### config.mk
export PLATFORM = sky130hd
export DESIGN_NAME = axil_uart
export DESIGN_NICKNAME = d
export VERILOG_FILES = /design/src/verilog/uart_pkg.sv /design/src/verilog/stream_fifo.sv /design/src/verilog/uart_reg_file.sv /design/src/verilog/uart_rx.sv /design/src/verilog/uart_tx.sv /design/src/verilog/axil_uart.sv
export VERILOG_INCLUDE_DIRS = /design/src /design/src/verilog
export SDC_FILE = /design/constraint.sdc
export NUM_CORES = 1
export LEC_CHECK = 0
export BUFFER_PORTS_ARGS = -buffer_cell sky130_fd_sc_hd__buf_2
export CORE_MARGIN = 1
export CORE_UTILIZATION = 52
export CTS_CLUSTER_DIAMETER = 60
export DETAILED_ROUTE_END_ITERATION = 10
export GPL_ROUTABILITY_DRIVEN = 0
export MAX_ROUTING_LAYER = met4
export PLACE_DENSITY_LB_ADDON = 0.3
export SETUP_SLACK_MARGIN = 0.1
export SKIP_LAST_GASP = 1
export SYNTH_ARGS = -nofsm -noshare
export SYNTH_HDL_FRONTEND = slang
export SYNTH_SLANG_ARGS = --single-unit
### constraint.sdc
create_clock -name clk_i -period 2.7 [get_ports clk_i]
set_input_delay 0.135 -clock clk_i [delete_from_list [all_inputs] [get_ports clk_i]]
set_output_delay 0.135 -clock clk_i [all_outputs]
set_load 0.03 [all_outputs]
### src/verilog/uart_consts.svh
`ifndef UART_CONSTS_SVH
`define UART_CONSTS_SVH

`define UART_DATA_WIDTH    8
`define UART_DIVIDER_WIDTH 16
`define UART_FIFO_DEPTH    8
`define UART_REG_NUM       6

`define UART_CONTROL_REG   0
`define UART_STATUS_REG    1
`define UART_DIVIDER_REG   2
`define UART_TX_DATA_REG   3
`define UART_RX_DATA_REG   4
`define UART_PARAM_REG     5

`endif

### src/verilog/uart_pkg.sv
`default_nettype none

`include "uart_consts.svh"

package uart_pkg;

    // lsb first: tx_reset is bit 0
    typedef struct packed {
        logic parity_odd;
        logic parity_even;
        logic rx_reset;
        logic tx_reset;
    } uart_control_t;

    // parity_err sits at bit 4
    typedef struct packed {
        logic parity_err;
        logic tx_fifo_full;
        logic rx_fifo_full;
        logic tx_fifo_empty;
        logic rx_fifo_empty;
    } uart_status_t;

    typedef struct packed {
        logic [7:0] reg_num;
        logic [7:0] fifo_depth;
        logic [7:0] data_width;
    } uart_param_t;

    typedef struct packed {
        logic [`UART_DIVIDER_WIDTH-1:0] clk_divider;
        logic                           parity_even;
        logic                           parity_odd;
    } uart_line_cfg_t;

    typedef struct packed {
        logic                        parity_err;
        logic [`UART_DATA_WIDTH-1:0] data;
    } rx_word_t;

    typedef struct packed {
        uart_control_t                  control;
        logic [`UART_DIVIDER_WIDTH-1:0] clk_divider;
        logic [`UART_DATA_WIDTH-1:0]    tx_data;
    } uart_regs_t;

endpackage

`default_nettype wire

### src/verilog/stream_fifo.sv
`timescale 1ns/1ps
`default_nettype none

module stream_fifo #(
    parameter type payload_t = logic [7:0],
    parameter int  DEPTH     = 8
) (
    input  logic     clk_i,
    input  logic     reset_i,
    input  payload_t in_data_i,
    input  logic     in_valid_i,
    output logic     in_ready_o,
    output payload_t out_data_o,
    output logic     out_valid_o,
    input  logic     out_ready_i,
    output logic     full_o,
    output logic     empty_o
);

    localparam int PTR_W = $clog2(DEPTH);

    payload_t         mem [DEPTH];
    logic [PTR_W-1:0] wr_ptr;
    logic [PTR_W-1:0] rd_ptr;
    logic [PTR_W:0]   count;
    logic [PTR_W:0]   count_next;
    logic             push;
    logic             pop;

    assign in_ready_o  = !full_o;
    assign out_valid_o = !empty_o;
    assign out_data_o  = mem[rd_ptr];
    assign push        = in_valid_i && in_ready_o;
    assign pop         = out_valid_o && out_ready_i;
    assign count_next  = count + push - pop;

    always_ff @(posedge clk_i) begin
        if (push) begin
            mem[wr_ptr] <= in_data_i;
        end
    end

    always_ff @(posedge clk_i) begin
        if (reset_i) begin
            wr_ptr  <= '0;
            rd_ptr  <= '0;
            count   <= '0;
            full_o  <= 1'b0;
            empty_o <= 1'b1;
        end else begin
            if (push) begin
                wr_ptr <= (wr_ptr == PTR_W'(DEPTH - 1)) ? '0 : wr_ptr + 1'b1;
            end
            if (pop) begin
                rd_ptr <= (rd_ptr == PTR_W'(DEPTH - 1)) ? '0 : rd_ptr + 1'b1;
            end
            count   <= count_next;
            full_o  <= count_next == (PTR_W + 1)'(DEPTH);
            empty_o <= count_next == '0;
        end
    end

endmodule

`default_nettype wire

### src/verilog/uart_reg_file.sv
`timescale 1ns/1ps
`default_nettype none

`include "uart_consts.svh"

module uart_reg_file
    import uart_pkg::*;
(
    input  logic                        clk_i,
    input  logic                        reset_i,
    // write channel
    input  logic                        wr_valid_i,
    input  logic [31:0]                 wr_addr_i,
    input  logic [31:0]                 wr_data_i,
    output logic                        wr_ready_o,
    // read channel
    input  logic                        rd_addr_valid_i,
    input  logic [31:0]                 rd_addr_i,
    output logic                        rd_addr_ready_o,
    output logic                        rd_data_valid_o,
    output logic [31:0]                 rd_data_o,
    input  logic                        rd_data_ready_i,
    // queues
    output logic                        tx_push_o,
    output logic [`UART_DATA_WIDTH-1:0] tx_data_o,
    input  logic                        tx_full_i,
    input  logic                        tx_empty_i,
    input  rx_word_t                    rx_word_i,
    input  logic                        rx_valid_i,
    output logic                        rx_pop_o,
    input  logic                        rx_full_i,
    output uart_line_cfg_t              line_cfg_o,
    output logic                        tx_reset_o,
    output logic                        rx_reset_o
);

    uart_regs_t   regs;
    uart_status_t status;
    uart_param_t  param;
    logic [29:0]  wr_idx;
    logic [29:0]  rd_idx;
    logic         wr_en;
    logic         rd_en;
    logic         parity_err;
    logic [31:0]  rd_word;

    assign wr_idx = wr_addr_i[31:2];
    assign rd_idx = rd_addr_i[31:2];
    assign wr_en  = wr_valid_i && wr_ready_o;
    assign rd_en  = rd_addr_valid_i && rd_addr_ready_o;

    // pop only when there is something to pop
    assign rx_pop_o = rd_en && rd_idx == `UART_RX_DATA_REG && rx_valid_i;

    assign status = '{parity_err:    parity_err,
                      tx_fifo_full:  tx_full_i,
                      rx_fifo_full:  rx_full_i,
                      tx_fifo_empty: tx_empty_i,
                      rx_fifo_empty: !rx_valid_i};

    assign param = '{reg_num:    8'(`UART_REG_NUM),
                     fifo_depth: 8'(`UART_FIFO_DEPTH),
                     data_width: 8'(`UART_DATA_WIDTH)};

    assign tx_data_o  = regs.tx_data;
    assign tx_reset_o = regs.control.tx_reset;
    assign rx_reset_o = regs.control.rx_reset;
    assign line_cfg_o = '{clk_divider: regs.clk_divider,
                          parity_even: regs.control.parity_even,
                          parity_odd:  regs.control.parity_odd};

    always_ff @(posedge clk_i) begin
        if (reset_i) begin
            wr_ready_o      <= 1'b0;
            rd_addr_ready_o <= 1'b0;
            rd_data_valid_o <= 1'b0;
            tx_push_o       <= 1'b0;
            parity_err      <= 1'b0;
            regs            <= '0;
        end else begin
            wr_ready_o      <= wr_valid_i && !wr_ready_o; // two cycles per write
            rd_addr_ready_o <= rd_addr_valid_i && !rd_addr_ready_o && !rd_data_valid_o;
            tx_push_o       <= wr_en && wr_idx == `UART_TX_DATA_REG;
            if (rd_en) begin
                rd_data_valid_o <= 1'b1;
            end else if (rd_data_ready_i) begin
                rd_data_valid_o <= 1'b0;
            end
            if (wr_en) begin
                case (wr_idx)
                    `UART_CONTROL_REG: regs.control <= wr_data_i[$bits(uart_control_t)-1:0];
                    `UART_DIVIDER_REG: regs.clk_divider <= wr_data_i[`UART_DIVIDER_WIDTH-1:0];
                    `UART_TX_DATA_REG: regs.tx_data <= wr_data_i[`UART_DATA_WIDTH-1:0];
                    default: ;
                endcase
            end
            // sticky, a new error beats the clear
            if (rx_pop_o && rx_word_i.parity_err) begin
                parity_err <= 1'b1;
            end else if (wr_en && wr_idx == `UART_STATUS_REG && wr_data_i[4]) begin
                parity_err <= 1'b0;
            end
        end
    end

    always_comb begin
        rd_word = '0;
        case (rd_idx)
            `UART_CONTROL_REG: rd_word[$bits(uart_control_t)-1:0] = regs.control;
            `UART_STATUS_REG:  rd_word[$bits(uart_status_t)-1:0]  = status;
            `UART_DIVIDER_REG: rd_word[`UART_DIVIDER_WIDTH-1:0]   = regs.clk_divider;
            `UART_TX_DATA_REG: rd_word[`UART_DATA_WIDTH-1:0]      = regs.tx_data;
            `UART_RX_DATA_REG: rd_word[`UART_DATA_WIDTH-1:0]      = rx_valid_i ? rx_word_i.data : '0;
            `UART_PARAM_REG:   rd_word[$bits(uart_param_t)-1:0]   = param;
            default: ;
        endcase
    end

    always_ff @(posedge clk_i) begin
        if (rd_en) begin
            rd_data_o <= rd_word; // held until the host takes it
        end
    end

endmodule

`default_nettype wire

### src/verilog/uart_rx.sv
`timescale 1ns/1ps
`default_nettype none

`include "uart_consts.svh"

module uart_rx
    import uart_pkg::*;
(
    input  logic           clk_i,
    input  logic           reset_i,
    input  logic           uart_rx_i,
    input  uart_line_cfg_t line_cfg_i,
    output rx_word_t       word_o,
    output logic           word_valid_o
);

    typedef enum logic [2:0] {IDLE, START, DATA, PARITY, STOP} rx_state_t;

    rx_state_t                      state;
    logic                           rx_meta;
    logic                           rx_sync;
    logic                           rx_prev;
    logic [`UART_DIVIDER_WIDTH-1:0] cnt;
    logic [2:0]                     bit_idx;
    logic [`UART_DATA_WIDTH-1:0]    data;
    logic                           par_bad;
    logic                           par_en;
    logic                           par_exp;

    assign par_en  = line_cfg_i.parity_even || line_cfg_i.parity_odd;
    assign par_exp = line_cfg_i.parity_even ? ^data : ~^data; // even wins

    always_ff @(posedge clk_i) begin
        if (reset_i) begin
            rx_meta      <= 1'b1;
            rx_sync      <= 1'b1;
            rx_prev      <= 1'b1;
            state        <= IDLE;
            cnt          <= '0;
            bit_idx      <= '0;
            par_bad      <= 1'b0;
            word_valid_o <= 1'b0;
        end else begin
            rx_meta      <= uart_rx_i;
            rx_sync      <= rx_meta;
            rx_prev      <= rx_sync;
            word_valid_o <= 1'b0;
            if (state != IDLE && cnt != 0) begin
                cnt <= cnt - 1'b1;
            end else begin
                case (state)
                    IDLE: if (line_cfg_i.clk_divider != 0 && rx_prev && !rx_sync) begin
                        state <= START;
                        cnt   <= line_cfg_i.clk_divider >> 1; // half a bit
                    end
                    START: begin
                        state   <= rx_sync ? IDLE : DATA; // glitch, not a start bit
                        cnt     <= line_cfg_i.clk_divider - 1'b1;
                        bit_idx <= '0;
                        par_bad <= 1'b0;
                    end
                    DATA: begin
                        data    <= {rx_sync, data[`UART_DATA_WIDTH-1:1]};
                        cnt     <= line_cfg_i.clk_divider - 1'b1;
                        bit_idx <= bit_idx + 1'b1;
                        if (bit_idx == 3'd7) begin
                            state <= par_en ? PARITY : STOP;
                        end
                    end
                    PARITY: begin
                        par_bad <= rx_sync != par_exp;
                        cnt     <= line_cfg_i.clk_divider - 1'b1;
                        state   <= STOP;
                    end
                    STOP: begin
                        word_valid_o <= 1'b1;
                        state        <= IDLE;
                    end
                    default: state <= IDLE;
                endcase
            end
        end
    end

    always_ff @(posedge clk_i) begin
        if (state == STOP && cnt == 0) begin
            word_o <= '{parity_err: par_bad || !rx_sync, data: data}; // bad stop bit too
        end
    end

endmodule

`default_nettype wire

### src/verilog/uart_tx.sv
`timescale 1ns/1ps
`default_nettype none

`include "uart_consts.svh"

module uart_tx
    import uart_pkg::*;
(
    input  logic                        clk_i,
    input  logic                        reset_i,
    input  uart_line_cfg_t              line_cfg_i,
    input  logic [`UART_DATA_WIDTH-1:0] data_i,
    input  logic                        valid_i,
    output logic                        ready_o,
    output logic                        uart_tx_o
);

    localparam int FRAME_W = `UART_DATA_WIDTH + 3;

    logic [FRAME_W-1:0]             shift;
    logic [`UART_DIVIDER_WIDTH-1:0] baud_cnt;
    logic [3:0]                     bit_cnt;
    logic                           busy;
    logic                           par_en;
    logic                           par_bit;

    assign par_en    = line_cfg_i.parity_even || line_cfg_i.parity_odd;
    assign par_bit   = line_cfg_i.parity_even ? ^data_i : ~^data_i;
    assign ready_o   = !busy && line_cfg_i.clk_divider != 0; // divider 0 parks the line
    assign uart_tx_o = shift[0];

    always_ff @(posedge clk_i) begin
        if (reset_i) begin
            busy     <= 1'b0;
            shift    <= '1; // line idles high
            baud_cnt <= '0;
            bit_cnt  <= '0;
        end else if (!busy) begin
            if (valid_i && ready_o) begin
                busy     <= 1'b1;
                // without parity the spare slot is just a second stop level
                shift    <= {1'b1, par_en ? par_bit : 1'b1, data_i, 1'b0};
                bit_cnt  <= par_en ? 4'(FRAME_W) : 4'(FRAME_W - 1);
                baud_cnt <= line_cfg_i.clk_divider - 1'b1;
            end
        end else if (baud_cnt != 0) begin
            baud_cnt <= baud_cnt - 1'b1;
        end else begin
            shift    <= {1'b1, shift[FRAME_W-1:1]};
            baud_cnt <= line_cfg_i.clk_divider - 1'b1;
            bit_cnt  <= bit_cnt - 1'b1;
            if (bit_cnt == 4'd1) begin
                busy <= 1'b0; // end of stop bit
            end
        end
    end

endmodule

`default_nettype wire

### src/verilog/axil_uart.sv
`timescale 1ns/1ps
`default_nettype none

`include "uart_consts.svh"

module axil_uart
    import uart_pkg::*;
(
    input  logic        clk_i,
    input  logic        reset_i,
    input  logic        wr_valid_i,
    input  logic [31:0] wr_addr_i,
    input  logic [31:0] wr_data_i,
    output logic        wr_ready_o,
    input  logic        rd_addr_valid_i,
    input  logic [31:0] rd_addr_i,
    output logic        rd_addr_ready_o,
    output logic        rd_data_valid_o,
    output logic [31:0] rd_data_o,
    input  logic        rd_data_ready_i,
    input  logic        uart_rx_i,
    output logic        uart_tx_o
);

    uart_line_cfg_t              line_cfg;
    logic                        tx_reset;
    logic                        rx_reset;
    logic                        tx_rst;
    logic                        rx_rst;
    logic                        tx_push;
    logic [`UART_DATA_WIDTH-1:0] tx_push_data;
    logic                        tx_full;
    logic                        tx_empty;
    logic [`UART_DATA_WIDTH-1:0] tx_byte;
    logic                        tx_valid;
    logic                        tx_ready;
    rx_word_t                    rx_in_word;
    logic                        rx_in_valid;
    rx_word_t                    rx_out_word;
    logic                        rx_out_valid;
    logic                        rx_pop;
    logic                        rx_full;

    // soft resets from CONTROL act per direction
    assign tx_rst = reset_i || tx_reset;
    assign rx_rst = reset_i || rx_reset;

    uart_reg_file uart_reg_file_i (
        .clk_i, .reset_i,
        .wr_valid_i, .wr_addr_i, .wr_data_i, .wr_ready_o,
        .rd_addr_valid_i, .rd_addr_i, .rd_addr_ready_o,
        .rd_data_valid_o, .rd_data_o, .rd_data_ready_i,
        .tx_push_o (tx_push),      .tx_data_o (tx_push_data),
        .tx_full_i (tx_full),      .tx_empty_i(tx_empty),
        .rx_word_i (rx_out_word),  .rx_valid_i(rx_out_valid),
        .rx_pop_o  (rx_pop),       .rx_full_i (rx_full),
        .line_cfg_o(line_cfg),
        .tx_reset_o(tx_reset),     .rx_reset_o(rx_reset)
    );

    uart_rx uart_rx_i0 (
        .clk_i, .reset_i(rx_rst), .uart_rx_i, .line_cfg_i(line_cfg),
        .word_o(rx_in_word), .word_valid_o(rx_in_valid)
    );

    stream_fifo #(.payload_t(rx_word_t), .DEPTH(`UART_FIFO_DEPTH)) rx_fifo_i (
        .clk_i, .reset_i(rx_rst),
        .in_data_i (rx_in_word),  .in_valid_i (rx_in_valid), .in_ready_o(),
        .out_data_o(rx_out_word), .out_valid_o(rx_out_valid), .out_ready_i(rx_pop),
        .full_o(rx_full), .empty_o()
    );

    stream_fifo #(
        .payload_t(logic [`UART_DATA_WIDTH-1:0]),
        .DEPTH    (`UART_FIFO_DEPTH)
    ) tx_fifo_i (
        .clk_i, .reset_i(tx_rst),
        .in_data_i (tx_push_data), .in_valid_i (tx_push),  .in_ready_o(), // full drops
        .out_data_o(tx_byte),      .out_valid_o(tx_valid), .out_ready_i(tx_ready),
        .full_o(tx_full), .empty_o(tx_empty)
    );

    uart_tx uart_tx_i0 (
        .clk_i, .reset_i(tx_rst), .line_cfg_i(line_cfg),
        .data_i(tx_byte), .valid_i(tx_valid), .ready_o(tx_ready), .uart_tx_o
    );

endmodule

`default_nettype wire

==> impl_metrics.sql, run 1 <==
INSERT INTO impl_metrics (metric_group, metric, value, unit) VALUES
('timing', 'clock.fmax', '377', 'MHz'),
('routing', 'via_density_per_instance', '5.74', ''),
('clock_network', 'tritoncts', 'done', ''),
('worst_setup_path', 'regToRegEndpoint', 'tx_fifo_i.full_o', ''),
('clock_network', 'cts_max_level', '1', ''),
('cells_and_area', 'mostFrequentLayoutCells', 'sky130_fd_sc_hd__edfxtp_1 (170), sky130_fd_sc_hd__dfxtp_1 (119), sky130_fd_sc_hd__nor2_1 (118)', ''),
('logic_synthesis', 'dominant_combinational_cell_family_by_area_after_synthesis', 'simple AND/OR/NAND/NOR gates', ''),
('global_route', 'largest_net_degree_at_the_start_of_global_routing', '40', ''),
('logic_synthesis', 'async_reset_ff_frac', '0', ''),
('run_status', 'outcome', 'complete, no violations', ''),
('power', 'vdd_drop_max', '582', 'uV'),
('timing', 'slew_viol_final', '0', ''),
('logic_synthesis', 'netlist_top_cells_area', 'sky130_fd_sc_hd__edfxtp_1 (39%), sky130_fd_sc_hd__dfxtp_1 (18%), sky130_fd_sc_hd__mux2i_1 (3.5%), sky130_fd_sc_hd__mux4_2 (3.4%), sky130_fd_sc_hd__nor2_1 (3.4%)', ''),
('global_route', 'grt_first_pass_wirelength', '47700', 'um'),
('cells_and_area', 'area.growth.synth_to_final', '19.8', '%'),
('placed_design', 'post-place-ws', '-0.0724', 'ns'),
('placed_design', 'place.detailed.hpwl', '21500', 'um'),
('logic_synthesis', 'postSynth.topFlopCell', 'sky130_fd_sc_hd__edfxtp_1', ''),
('logic_synthesis', 'synth_compound_area_frac', '0.0886', ''),
('logic_synthesis', 'syn_area', '0.0132', 'sq mm'),
('clock_network', 'path_clk_slew', '0.07', 'ns'),
('logic_synthesis', 'synth_top_cell_area_share', '0.387', ''),
('power', 'power_density', '590', 'mW/mm^2'),
('worst_setup_path', 'cp-startpoint', 'uart_reg_file_i.line_cfg_o[2]', ''),
('timing', 'tns', '0', 'ns'),
('worst_setup_path', 'reg2reg_slack', '0.05', 'ns'),
('worst_setup_path', 'critical_path.endpoint_type', 'register', ''),
('logic_synthesis', 'synthSimpleGateAreaFrac', '0.146', ''),
('clock_network', 'cts_inserted_buffers', '30', ''),
('min_path', 'min_to', 'uart_reg_file_i.rd_data_o[17]', ''),
('routing', 'detailed_routing_iterations_pass_1', '5', ''),
('timing', 'final-setup-viol-count', '0', ''),
('timing', 'clock-skew-final', '0.0115', 'ns'),
('global_route', 'globalRouteMet1Util', '0.309', ''),
('routing', 'vias', '9389', ''),
('logic_synthesis', 'ys.warnings.count', '0', ''),
('routing', 'drc', '0', ''),
('logic_synthesis', 'synth_area_leader_cell', 'sky130_fd_sc_hd__edfxtp_1', ''),
('logic_synthesis', 'synthCells', '1115', ''),
('worst_setup_path', 'r2r_start', 'uart_reg_file_i.line_cfg_o[2]', ''),
('routing', 'route.final.wire_length', '30700', 'um'),
('min_path', 'min_path_cells', '3', ''),
('logic_synthesis', 'post_synth.cell_area_avg', '11.8', 'sq um'),
('logic_synthesis', 'synthMuxAreaShare', '0.103', ''),
('power', 'finalPower', '9320', 'uW'),
('floorplan', 'design.core.area', '0.0246', 'sq mm'),
('cells_and_area', 'layout-drive-gt1-share', '0.223', ''),
('cells_and_area', 'finalCoreUtilization', '0.642', ''),
('routing', 'drt-wirelength-per-cell', '18.8', 'um'),
('clock_network', 'cts_num_sinks', '291', ''),
('timing', 'fin_crit_sh', '0.983', ''),
('timing', 'relSlewSlack', '0.416', ''),
('timing', 'postLayoutSetupSlackWorst', '0.0458', 'ns'),
('global_route', 'grtUsageMet2', '0.407', ''),
('floorplan', 'std_cell_rows', '57', ''),
('global_route', 'overflow', '0', ''),
('clock_network', 'clock_tree.root_cell', 'sky130_fd_sc_hd__clkbuf_16', ''),
('floorplan', 'design.die.area', '0.0260', 'sq mm'),
('logic_synthesis', 'ys_seq_elements', '291', ''),
('logic_synthesis', 'post_synth_fa_ha_maj_area_fraction', '0.0268', ''),
('worst_setup_path', 'worstSetupStartpointType', 'register', ''),
('min_path', 'hold_class', 'in2reg', ''),
('logic_synthesis', 'count_of_flip_flops_with_a_built_in_enable_after_synthesis', '170', ''),
('worst_setup_path', 'critPathMaxFanout', '2', ''),
('floorplan', 'number_of_top_level_pins', '138', ''),
('floorplan', 'die_h', '161', 'um'),
('timing', 'hold_violations', '0', ''),
('power', 'power.leakage', '0.00563', 'uW'),
('timing', 'fin_crit_period', '2.65', 'ns'),
('run', 'max_cap_viols', '0', ''),
('placed_design', 'port_buffers', '103', '');
-- repair_timing --
action / CTS / global route
pin swaps: 1 / 4
hold buffers: 23 / 0
buffers inserted: 3 / 2
gates cloned: 0 / 0
resized for setup: 2 / 5
endpoints found under the setup margin: 3 / 4
hold endpoints to repair: 32 / 0
-- per-layer routing --
| layer | routed length [um] | part of all wire | up-vias |
|---|---|---|---|
| met2 | 15200 | 0.49 | 225 |
| met4 | 1000 | 0.033 | 0 |
| met5 | 0 | 0 | - |
| li1 | - | - | 4483 |
| met3 | 1210 | 0.040 | 64 |
| met1 | 13300 | 0.43 | 4617 |
-- cells in the mapped netlist (20+ instances only) --
master / n
sky130_fd_sc_hd__dfxtp_1: 121
sky130_fd_sc_hd__a21oi_1: 66
sky130_fd_sc_hd__mux2i_1: 46
sky130_fd_sc_hd__ha_1: 25
sky130_fd_sc_hd__xnor2_1: 20
sky130_fd_sc_hd__clkbuf_1: 45
sky130_fd_sc_hd__inv_1: 28
sky130_fd_sc_hd__edfxtp_1: 170
sky130_fd_sc_hd__mux4_2: 20
sky130_fd_sc_hd__o21ai_0: 58
sky130_fd_sc_hd__nor4_1: 28
sky130_fd_sc_hd__nand2_1: 70
sky130_fd_sc_hd__nor2_1: 118
sky130_fd_sc_hd__nor3_1: 36
-- sequential cells by signal, summed over array words and instances, names as in the netlist, 3 cells and up, named ones only --
signal                      count
rx_fifo_i.count                 4
tx_fifo_i.rd_ptr                3
uart_reg_file_i.line_cfg_o     18
uart_reg_file_i.rd_data_o      17
rx_fifo_i.wr_ptr                3
uart_rx_i0.word_o               9
uart_tx_i0.bit_cnt              4
tx_fifo_i.count                 4
tx_fifo_i.wr_ptr                3
uart_reg_file_i.tx_data_o       8
uart_rx_i0.data                 8
rx_fifo_i.mem                  72
uart_rx_i0.bit_idx              3
rx_fifo_i.rd_ptr                3
uart_tx_i0.shift               10
uart_rx_i0.cnt                 16
uart_rx_i0.state                3
uart_tx_i0.baud_cnt            16
tx_fifo_i.mem                  64
-- cell type report --
class	count	area [sq um]
Timing Repair Buffer	203	1350
Sequential cell	291	7530
Tap cell	324	405
Inverter	29	125
Clock inverter	24	295
Multi-Input combinational cell	732	5290
Antenna cell	1	2.50
Clock buffer	32	790
Fill cell	1841	8820
-- worst max-delay path by stage --
stage,endpoint,slack [ns],cells after the start
after CTS,tx_fifo_i.full_o,0.03,13
after floorplan,tx_fifo_i.full_o,-0.004,15
final,tx_fifo_i.full_o,0.05,13
after global routing,tx_fifo_i.empty_o,-0.05,14
after global placement,tx_fifo_i.full_o,0.04,14
after detailed placement,tx_fifo_i.full_o,-0.07,14
-- worst max-delay path: stages (launching register included) --
cell	delay (ns)
sky130_fd_sc_hd__dfxtp_4	0.36
sky130_fd_sc_hd__inv_4	0.04
sky130_fd_sc_hd__ha_4	0.14
sky130_fd_sc_hd__nor4b_4	0.12
sky130_fd_sc_hd__and4b_1	0.20
sky130_fd_sc_hd__or3_4	0.43
sky130_fd_sc_hd__inv_8	0.07
sky130_fd_sc_hd__ha_4	0.19
sky130_fd_sc_hd__inv_4	0.05
sky130_fd_sc_hd__ha_4	0.13
sky130_fd_sc_hd__inv_2	0.03
sky130_fd_sc_hd__fa_2	0.54
sky130_fd_sc_hd__nand3b_1	0.14
sky130_fd_sc_hd__nor3_1	0.14
-- cell families (layout without fill, tap and decap cells) --
kind of cell,count (synthesis),in the layout
AND/OR/NAND/NOR,375,375
multiplexers,86,86
AO/OA/AOI/OAI,194,194
flip-flops,291,291
adder cells (fa/ha/maj),27,27
XOR/XNOR,36,36
other,1,15
buffers and inverters,105,288
-- report_power, final --
group / leakage [uW] / internal (uW) / switching (uW)
Clock: 0.000512 / 2700 / 1760
Sequential: 0.00243 / 4650 / 4.95
Combinational: 0.00269 / 84.5 / 124
-- per-stage QoR --
stage                     cell area (sq um)  cells
final                                 15800   1636
after global routing                  15800   1636
after CTS                             15700   1633
after detailed placement              14400   1551
after global placement                14400   1551
after floorplan                       13300   1128
Note: power is estimated with default switching activity, not from simulation.
==> run 2, diff against run 1 <==
--- a/config.mk
+++ b/config.mk
@@ -14,7 +14,7 @@
 export GPL_ROUTABILITY_DRIVEN = 0
 export MAX_ROUTING_LAYER = met4
 export PLACE_DENSITY_LB_ADDON = 0.3
-export SETUP_SLACK_MARGIN = 0.1
+export SETUP_SLACK_MARGIN = 0.15
 export SKIP_LAST_GASP = 1
 export SYNTH_ARGS = -nofsm -noshare
 export SYNTH_HDL_FRONTEND = slang
==> run 2 against run 1 <==
Net effect: first-iteration DRC count rose by 9.9%; combinational power barely moved; count of clock-buffer cells in the layout rose by 11; clock skew fell by 0.0035 ns; die area did not move; utilization rose by 0.60 points; largest cell class unchanged; final cell count rose by 1.3%; maximum frequency rose by 1.7%.
==> impl_metrics.sql, run 2 (same netlist as run 1, synthesis figures left out) <==
INSERT INTO impl_metrics (metric_group, metric, value, unit) VALUES
('run_status', 'outcome', 'complete, no violations', ''),
('clock_network', 'insertion_delay', '0.56', 'ns'),
('cells_and_area', 'area.growth.synth_to_final', '20.9', '%'),
('worst_setup_path', 'cp_common_cell', 'sky130_fd_sc_hd__ha_4', ''),
('cells_and_area', 'largest_register_ff_count', '72', ''),
('clock_network', 'path_clk_slew', '0.06', 'ns'),
('worst_setup_path', 'critical_path.endpoint_type', 'register', ''),
('power', 'sw_frac_of_total', '0.203', ''),
('worst_setup_path', 'worst-endpoint-arrival', '3.10', 'ns'),
('power', 'cellInternalPower', '7250', 'uW'),
('routing', 'drc', '0', ''),
('timing', 'slew_viol_final', '0', ''),
('power', 'vdd_drop_max', '566', 'uV'),
('clock_network', 'tritoncts', 'done', ''),
('timing', 'unrepaired_setup_endpoints_after_global_routing', 'yes', ''),
('global_route', 'grt_antenna_before_repair', '0', ''),
('floorplan', 'die_h', '161', 'um'),
('min_path', 'hold_class', 'in2reg', ''),
('cells_and_area', 'mostFrequentLayoutCells', 'sky130_fd_sc_hd__edfxtp_1 (170), sky130_fd_sc_hd__dfxtp_1 (119), sky130_fd_sc_hd__nor2_1 (118)', ''),
('cells_and_area', 'mostFrequentLayoutCell', 'sky130_fd_sc_hd__edfxtp_1', ''),
('placed_design', 'port_buffers', '103', ''),
('global_route', 'largest_net_degree_at_the_start_of_global_routing', '33', ''),
('clock_network', 'cts_inserted_buffers', '31', ''),
('cells_and_area', 'antenna_cells_inserted', '0', ''),
('clock_network', 'cts_num_sinks', '291', ''),
('cells_and_area', 'area_of_the_multi_input_gates', '0.00532', 'sq mm'),
('global_route', 'grtUsageTotal', '0.248', ''),
('power', 'seqPwrFrac', '0.513', ''),
('timing', 'clock.fmax', '383', 'MHz'),
('timing', 'fin_crit_period', '2.61', 'ns'),
('floorplan', 'design.die.area', '0.0260', 'sq mm'),
('timing', 'clock-skew-final', '0.00808', 'ns'),
('worst_setup_path', 'crit_slowest_cell', 'sky130_fd_sc_hd__or3_4', ''),
('cells_and_area', 'finalCoreUtilization', '0.648', ''),
('routing', 'detailed_routing_iterations_pass_1', '5', ''),
('placed_design', 'dp_cells', '1552', ''),
('power', 'power_density', '570', 'mW/mm^2'),
('placed_design', 'place.detailed.hpwl', '21500', 'um'),
('clock_network', 'clock_tree.root_cell', 'sky130_fd_sc_hd__clkbuf_16', ''),
('routing', 'route.antenna.remaining_nets', '0', ''),
('timing', 'hold_violations', '0', ''),
('routing', 'via_density_per_instance', '5.75', ''),
('cells_and_area', 'finalNetCount', '1439', ''),
('timing', 'fin_crit_sh', '0.966', ''),
('clock_network', 'clock_tree.buffer_depth', '3', ''),
('cells_and_area', 'layout.filler_cells', '1863', ''),
('cells_and_area', 'registers.top_by_ff_count', 'rx_fifo_i.mem', ''),
('clock_network', 'cts_max_level', '1', ''),
('routing', 'route.final.wire_length', '31700', 'um'),
('global_route', 'overflow', '0', ''),
('power', 'power.leakage', '0.00576', 'uW'),
('worst_setup_path', 'crit_chain', 'inv_4, ha_4, nor4b_4, and4b_1, or3_4, inv_8, ha_4, inv_4, ha_4, inv_2, fa_2, xor2_2, nand3b_1, a21oi_1', ''),
('run', 'max_cap_viols', '0', ''),
('power', 'net-switching-power', '1840', 'uW'),
('worst_setup_path', 'critPathMaxFanout', '2', ''),
('routing', 'vias', '9536', ''),
('timing', 'final-setup-viol-count', '0', ''),
('cells_and_area', 'seq_area', '0.00753', 'sq mm'),
('worst_setup_path', 'worst_path_largest_cell_delay', '0.41', 'ns'),
('worst_setup_path', 'cp.required', '3.20', 'ns'),
('floorplan', 'die_w', '161', 'um'),
('cells_and_area', 'layoutNonFillerInstCount', '1657', ''),
('global_route', 'grt_pass1_vias', '9109', ''),
('floorplan', 'initial_core_util', '0.535', ''),
('power', 'power_frac_comb', '0.023', ''),
('floorplan', 'design.core.area', '0.0246', 'sq mm'),
('timing', 'tns', '0', 'ns'),
('worst_setup_path', 'worstSetupStartpointType', 'register', ''),
('routing', 'drtIter0Drc', '764', ''),
('timing', 'relSlewSlack', '0.356', ''),
('floorplan', 'std_cell_rows', '57', ''),
('timing', 'worst-slew-pin-transition', '0.961', 'ns'),
('global_route', 'grt_first_pass_wirelength', '48800', 'um'),
('worst_setup_path', 'timing_worst_setup_path_type', 'reg2reg', ''),
('routing', 'drt-wirelength-per-cell', '19.1', 'um'),
('cells_and_area', 'layout-drive-gt1-share', '0.227', ''),
('floorplan', 'number_of_top_level_pins', '138', ''),
('power', 'pwr-share-clk', '0.464', '');
run 2: cell count changes in the layout (fill, tap and decap cells not counted), moves of 2 or more:
cell	change
sky130_fd_sc_hd__xnor2_2	+2
sky130_fd_sc_hd__xnor2_1	-2
sky130_fd_sc_hd__buf_4	+14
sky130_fd_sc_hd__bufinv_16	-4
sky130_fd_sc_hd__dlygate4sd3_1	+7
sky130_fd_sc_hd__clkbuf_1	+8
sky130_fd_sc_hd__clkbuf_16	+3
sky130_fd_sc_hd__clkinvlp_4	-7
run 2: worst paths after layout:
kind / from / end / slack [ns] / cells past startpoint
setup / recovery: uart_reg_file_i.line_cfg_o[2] / tx_fifo_i.empty_o / 0.09 / 14
setup reg to reg: uart_reg_file_i.line_cfg_o[2] / tx_fifo_i.empty_o / 0.09 / 14
hold reg to reg: uart_rx_i0.rx_meta / uart_rx_i0.rx_sync / 0.40 / 1
hold / removal: rd_addr_i[4] / uart_reg_file_i.rd_data_o[17] / 0.08 / 3
run 2: final cells by class:
cell class | instances | area share
repair buffers | 225 | 0.0958
clock buffers | 43 | 0.0561
inverters | 29 | 0.00785
multi-input cells | 732 | 0.334
flip-flops and latches | 291 | 0.473
clock inverters | 13 | 0.00832
well taps | 324 | 0.0254
run 2: metal layers:
metal | up-vias | global-route usage | wire (um)
li1 | 4534 | - | -
met1 | 4660 | 0.308 | 13000
met2 | 285 | 0.431 | 16300
met3 | 57 | 0.0270 | 1630
met4 | 0 | 0.0660 | 769
met5 | - | - | 0
run 2: through the flow:
stage,instance area (sq um),setup WS [ns],total power [uW],hold WS [ns]
final,15900,0.0908,9090,0.0812
after global placement,14400,0.0508,4930,0.329
after detailed placement,14400,-0.0628,4930,0.341
after global routing,15900,-0.0351,9360,0.0751
after floorplan,13300,-0.00380,4850,0.234
after CTS,15800,0.0675,9140,0.0630
run 2: what timing repair did:
item / in CTS / in global routing
pin swaps: 6 / 9
endpoints found under the hold margin: 33 / 0
gates cloned: 0 / 1
endpoints found under the setup margin: 4 / 16
resized for setup: 4 / 12
setup buffers: 5 / 13
hold buffers: 30 / 0
run 2: worst max-delay path: cells and delay by family, from the launching register on:
kind / cells / cell delay, ns
flip-flops: 1 / 0.36
XOR/XNOR: 1 / 0.16
adder cells (fa/ha/maj): 4 / 0.80
buffers and inverters: 4 / 0.19
AND/OR/NAND/NOR: 4 / 0.89
AO/OA/AOI/OAI: 1 / 0.14
run 2: power groups by stage:
stage | sequential (uW) | combinational (uW) | clock [uW]
floorplan | 4760 | 88.7 | 0
global placement | 4750 | 177 | 0
detailed placement | 4750 | 180 | 0
CTS | 4660 | 208 | 4270
global route | 4650 | 226 | 4480
finish | 4660 | 212 | 4220
==> run 3, diff against run 2 <==
==> constraint.sdc (replaced) <==
create_clock -name clk_i -period 3.36 [get_ports clk_i]
set_input_delay 0.168 -clock clk_i [delete_from_list [all_inputs] [get_ports clk_i]]
set_output_delay 0.168 -clock clk_i [all_outputs]
set_load 0.03 [all_outputs]
==> run 3 against run 2 <==
Net effect: non-clock buffer count decreased by 58; clock power fell by 23%; critical path depth unchanged; first-iteration DRC count up 4.3%; worst hold slack worse by 0.0096 ns; maximum frequency decreased by 14%; power decreased by 21%; clock skew up 0.0067 ns; routed wire length decreased by 5.1%; die area unchanged; worst setup slack gained 0.24 ns; utilization fell by 2.5 points; critical path type unchanged; largest cell class unchanged.
==> impl_metrics.sql, run 3 (same netlist as run 1, synthesis figures left out) <==
INSERT INTO impl_metrics (metric_group, metric, value, unit) VALUES
('run_status', 'outcome', 'complete, no violations', ''),
('min_path', 'hold_class', 'in2reg', ''),
('cells_and_area', 'area.growth.synth_to_final', '16.2', '%'),
('clock_network', 'insertion_delay', '0.56', 'ns'),
('global_route', 'grtUsageTotal', '0.238', ''),
('min_path', 'hold_path_startpoint', 'wr_addr_i[3]', ''),
('routing', 'drc', '0', ''),
('global_route', 'grt_antenna_before_repair', '0', ''),
('timing', 'tns', '0', 'ns'),
('clock_network', 'cts_max_level', '1', ''),
('worst_setup_path', 'r2r_start', 'uart_reg_file_i.line_cfg_o[2]', ''),
('routing', 'drt-wirelength-per-cell', '18.8', 'um'),
('floorplan', 'die_w', '161', 'um'),
('worst_setup_path', 'reg2reg_slack', '0.33', 'ns'),
('timing', 'fin_crit_sh', '0.900', ''),
('clock_network', 'cts_num_sinks', '291', ''),
('timing', 'final-setup-viol-count', '0', ''),
('timing', 'clock-skew-final', '0.0148', 'ns'),
('min_path', 'min_to', 'uart_reg_file_i.parity_err', ''),
('timing', 'fin_crit_period', '3.03', 'ns'),
('timing', 'hold_violations', '0', ''),
('run', 'max_cap_viols', '0', ''),
('floorplan', 'number_of_top_level_pins', '138', ''),
('global_route', 'overflow', '0', ''),
('power', 'vdd_drop_max', '417', 'uV'),
('worst_setup_path', 'critPathMaxFanout', '8', ''),
('power', 'sw_frac_of_total', '0.209', ''),
('clock_network', 'path_clk_slew', '0.06', 'ns'),
('routing', 'via_density_per_instance', '5.75', ''),
('worst_setup_path', 'timing_worst_setup_path_type', 'reg2reg', ''),
('floorplan', 'initial_core_util', '0.535', ''),
('power', 'power_frac_comb', '0.022', ''),
('worst_setup_path', 'worstSetupStartpointType', 'register', ''),
('clock_network', 'clock_tree.buffer_depth', '3', ''),
('worst_setup_path', 'critical_path.endpoint_type', 'register', ''),
('routing', 'route.antenna.remaining_nets', '0', ''),
('floorplan', 'std_cell_rows', '57', ''),
('timing', 'worst-slew-pin-transition', '0.969', 'ns'),
('cells_and_area', 'registers.top_by_ff_count', 'rx_fifo_i.mem', ''),
('power', 'pwr-share-clk', '0.456', ''),
('clock_network', 'tritoncts', 'done', ''),
('cells_and_area', 'largest_register_ff_count', '72', ''),
('global_route', 'grt_first_pass_wirelength', '46900', 'um'),
('placed_design', 'port_buffers', '103', ''),
('power', 'seqPwrFrac', '0.522', ''),
('cells_and_area', 'mostFrequentLayoutCell', 'sky130_fd_sc_hd__edfxtp_1', ''),
('cells_and_area', 'finalNetCount', '1380', ''),
('floorplan', 'die_h', '161', 'um'),
('clock_network', 'cts_inserted_buffers', '30', ''),
('global_route', 'grt_pass1_vias', '8796', ''),
('min_path', 'min_path_cells', '4', ''),
('power', 'net-switching-power', '1500', 'uW'),
('routing', 'detailed_routing_iterations_pass_1', '5', ''),
('cells_and_area', 'mostFrequentLayoutCells', 'sky130_fd_sc_hd__edfxtp_1 (170), sky130_fd_sc_hd__dfxtp_1 (121), sky130_fd_sc_hd__nor2_1 (118)', ''),
('timing', 'slew_viol_final', '0', ''),
('routing', 'route.final.wire_length', '30100', 'um'),
('routing', 'vias', '9197', ''),
('power', 'power.leakage', '0.00541', 'uW'),
('worst_setup_path', 'cp.required', '3.76', 'ns'),
('power', 'cellInternalPower', '5670', 'uW'),
('clock_network', 'post-cts-setup-buffer-count', '0', ''),
('cells_and_area', 'layout-drive-gt1-share', '0.187', ''),
('power', 'power_density', '469', 'mW/mm^2'),
('global_route', 'largest_net_degree_at_the_start_of_global_routing', '41', ''),
('timing', 'clock.fmax', '331', 'MHz'),
('floorplan', 'design.die.area', '0.0260', 'sq mm'),
('routing', 'drtIter0Drc', '797', ''),
('worst_setup_path', 'worst-endpoint-arrival', '3.42', 'ns'),
('worst_setup_path', 'regToRegEndpoint', 'tx_fifo_i.empty_o', ''),
('timing', 'unrepaired_setup_endpoints_after_global_routing', 'no', ''),
('clock_network', 'clock_tree.root_cell', 'sky130_fd_sc_hd__clkbuf_16', ''),
('cells_and_area', 'antenna_cells_inserted', '0', ''),
('placed_design', 'place.detailed.hpwl', '20900', 'um'),
('power', 'finalPower', '7180', 'uW'),
('worst_setup_path', 'reg2regPathDepth', '14', ''),
('timing', 'relSlewSlack', '0.352', ''),
('floorplan', 'design.core.area', '0.0246', 'sq mm');
-- run 3: how the worst max path moves through the flow --
stage / from / to / slack [ns]
after global routing: uart_reg_file_i.line_cfg_o[2] / tx_fifo_i.empty_o / 0.14
after global placement: uart_reg_file_i.line_cfg_o[2] / tx_fifo_i.empty_o / 0.33
final: uart_reg_file_i.line_cfg_o[2] / tx_fifo_i.empty_o / 0.33
after detailed placement: uart_reg_file_i.line_cfg_o[2] / tx_fifo_i.empty_o / 0.24
after CTS: uart_reg_file_i.line_cfg_o[2] / tx_fifo_i.full_o / 0.22
after floorplan: uart_reg_file_i.line_cfg_o[2] / tx_fifo_i.empty_o / 0.40
-- run 3: routing by layer --
| metal | up-vias | track usage | wire length, um |
|---|---|---|---|
| met1 | 4464 | 0.311 | 13100 |
| li1 | 4411 | - | - |
| met2 | 260 | 0.388 | 14700 |
| met3 | 62 | 0.0321 | 1500 |
| met5 | - | - | 0 |
| met4 | 0 | 0.0703 | 845 |
-- run 3: through the flow --
step / cell area (sq um) / cells / utilization / hold WS [ns] / setup slack (ns)
after floorplan: 13200 / 1128 / - / 0.267 / 0.400
after global placement: 14100 / 1522 / 0.573 / 0.351 / 0.331
after detailed placement: 14100 / 1522 / 0.573 / 0.353 / 0.244
after CTS: 15300 / 1599 / 0.622 / 0.0792 / 0.224
after global routing: 15300 / 1599 / 0.622 / 0.0889 / 0.144
final: 15300 / 1599 / 0.622 / 0.0716 / 0.334
-- run 3: area by class of cell --
type	count	area [sq um]
clock buffer	38	801
timing repair buffer	167	1050
tap	324	405
sequential	291	7530
clock inverter	18	193
inverter	29	111
multi-input combinational	732	5230
fill	1898	9290
-- run 3: repair_timing --
item,CTS,global route
endpoints found under the hold margin,32,0
resized for setup,0,3
hold buffers,21,0
endpoints found under the setup margin,0,2
-- run 3: worst max-delay path: stages (launching register included) --
cell	delay [ns]
sky130_fd_sc_hd__dfxtp_1	0.33
sky130_fd_sc_hd__inv_1	0.07
sky130_fd_sc_hd__ha_1	0.25
sky130_fd_sc_hd__nor4b_1	0.15
sky130_fd_sc_hd__and4b_1	0.24
sky130_fd_sc_hd__or3_4	0.40
sky130_fd_sc_hd__inv_4	0.11
sky130_fd_sc_hd__ha_1	0.23
sky130_fd_sc_hd__inv_1	0.06
sky130_fd_sc_hd__ha_1	0.16
sky130_fd_sc_hd__inv_1	0.06
sky130_fd_sc_hd__fa_1	0.43
sky130_fd_sc_hd__xor2_2	0.17
sky130_fd_sc_hd__nand3b_1	0.11
sky130_fd_sc_hd__a21oi_1	0.07
-- run 3: power by group through the flow --
stage | clock [uW] | sequential (uW) | combinational (uW)
finish | 3270 | 3740 | 159
global route | 3460 | 3740 | 171
CTS | 3320 | 3740 | 158
detailed placement | 0 | 3820 | 139
global placement | 0 | 3820 | 137
floorplan | 0 | 3830 | 70.9
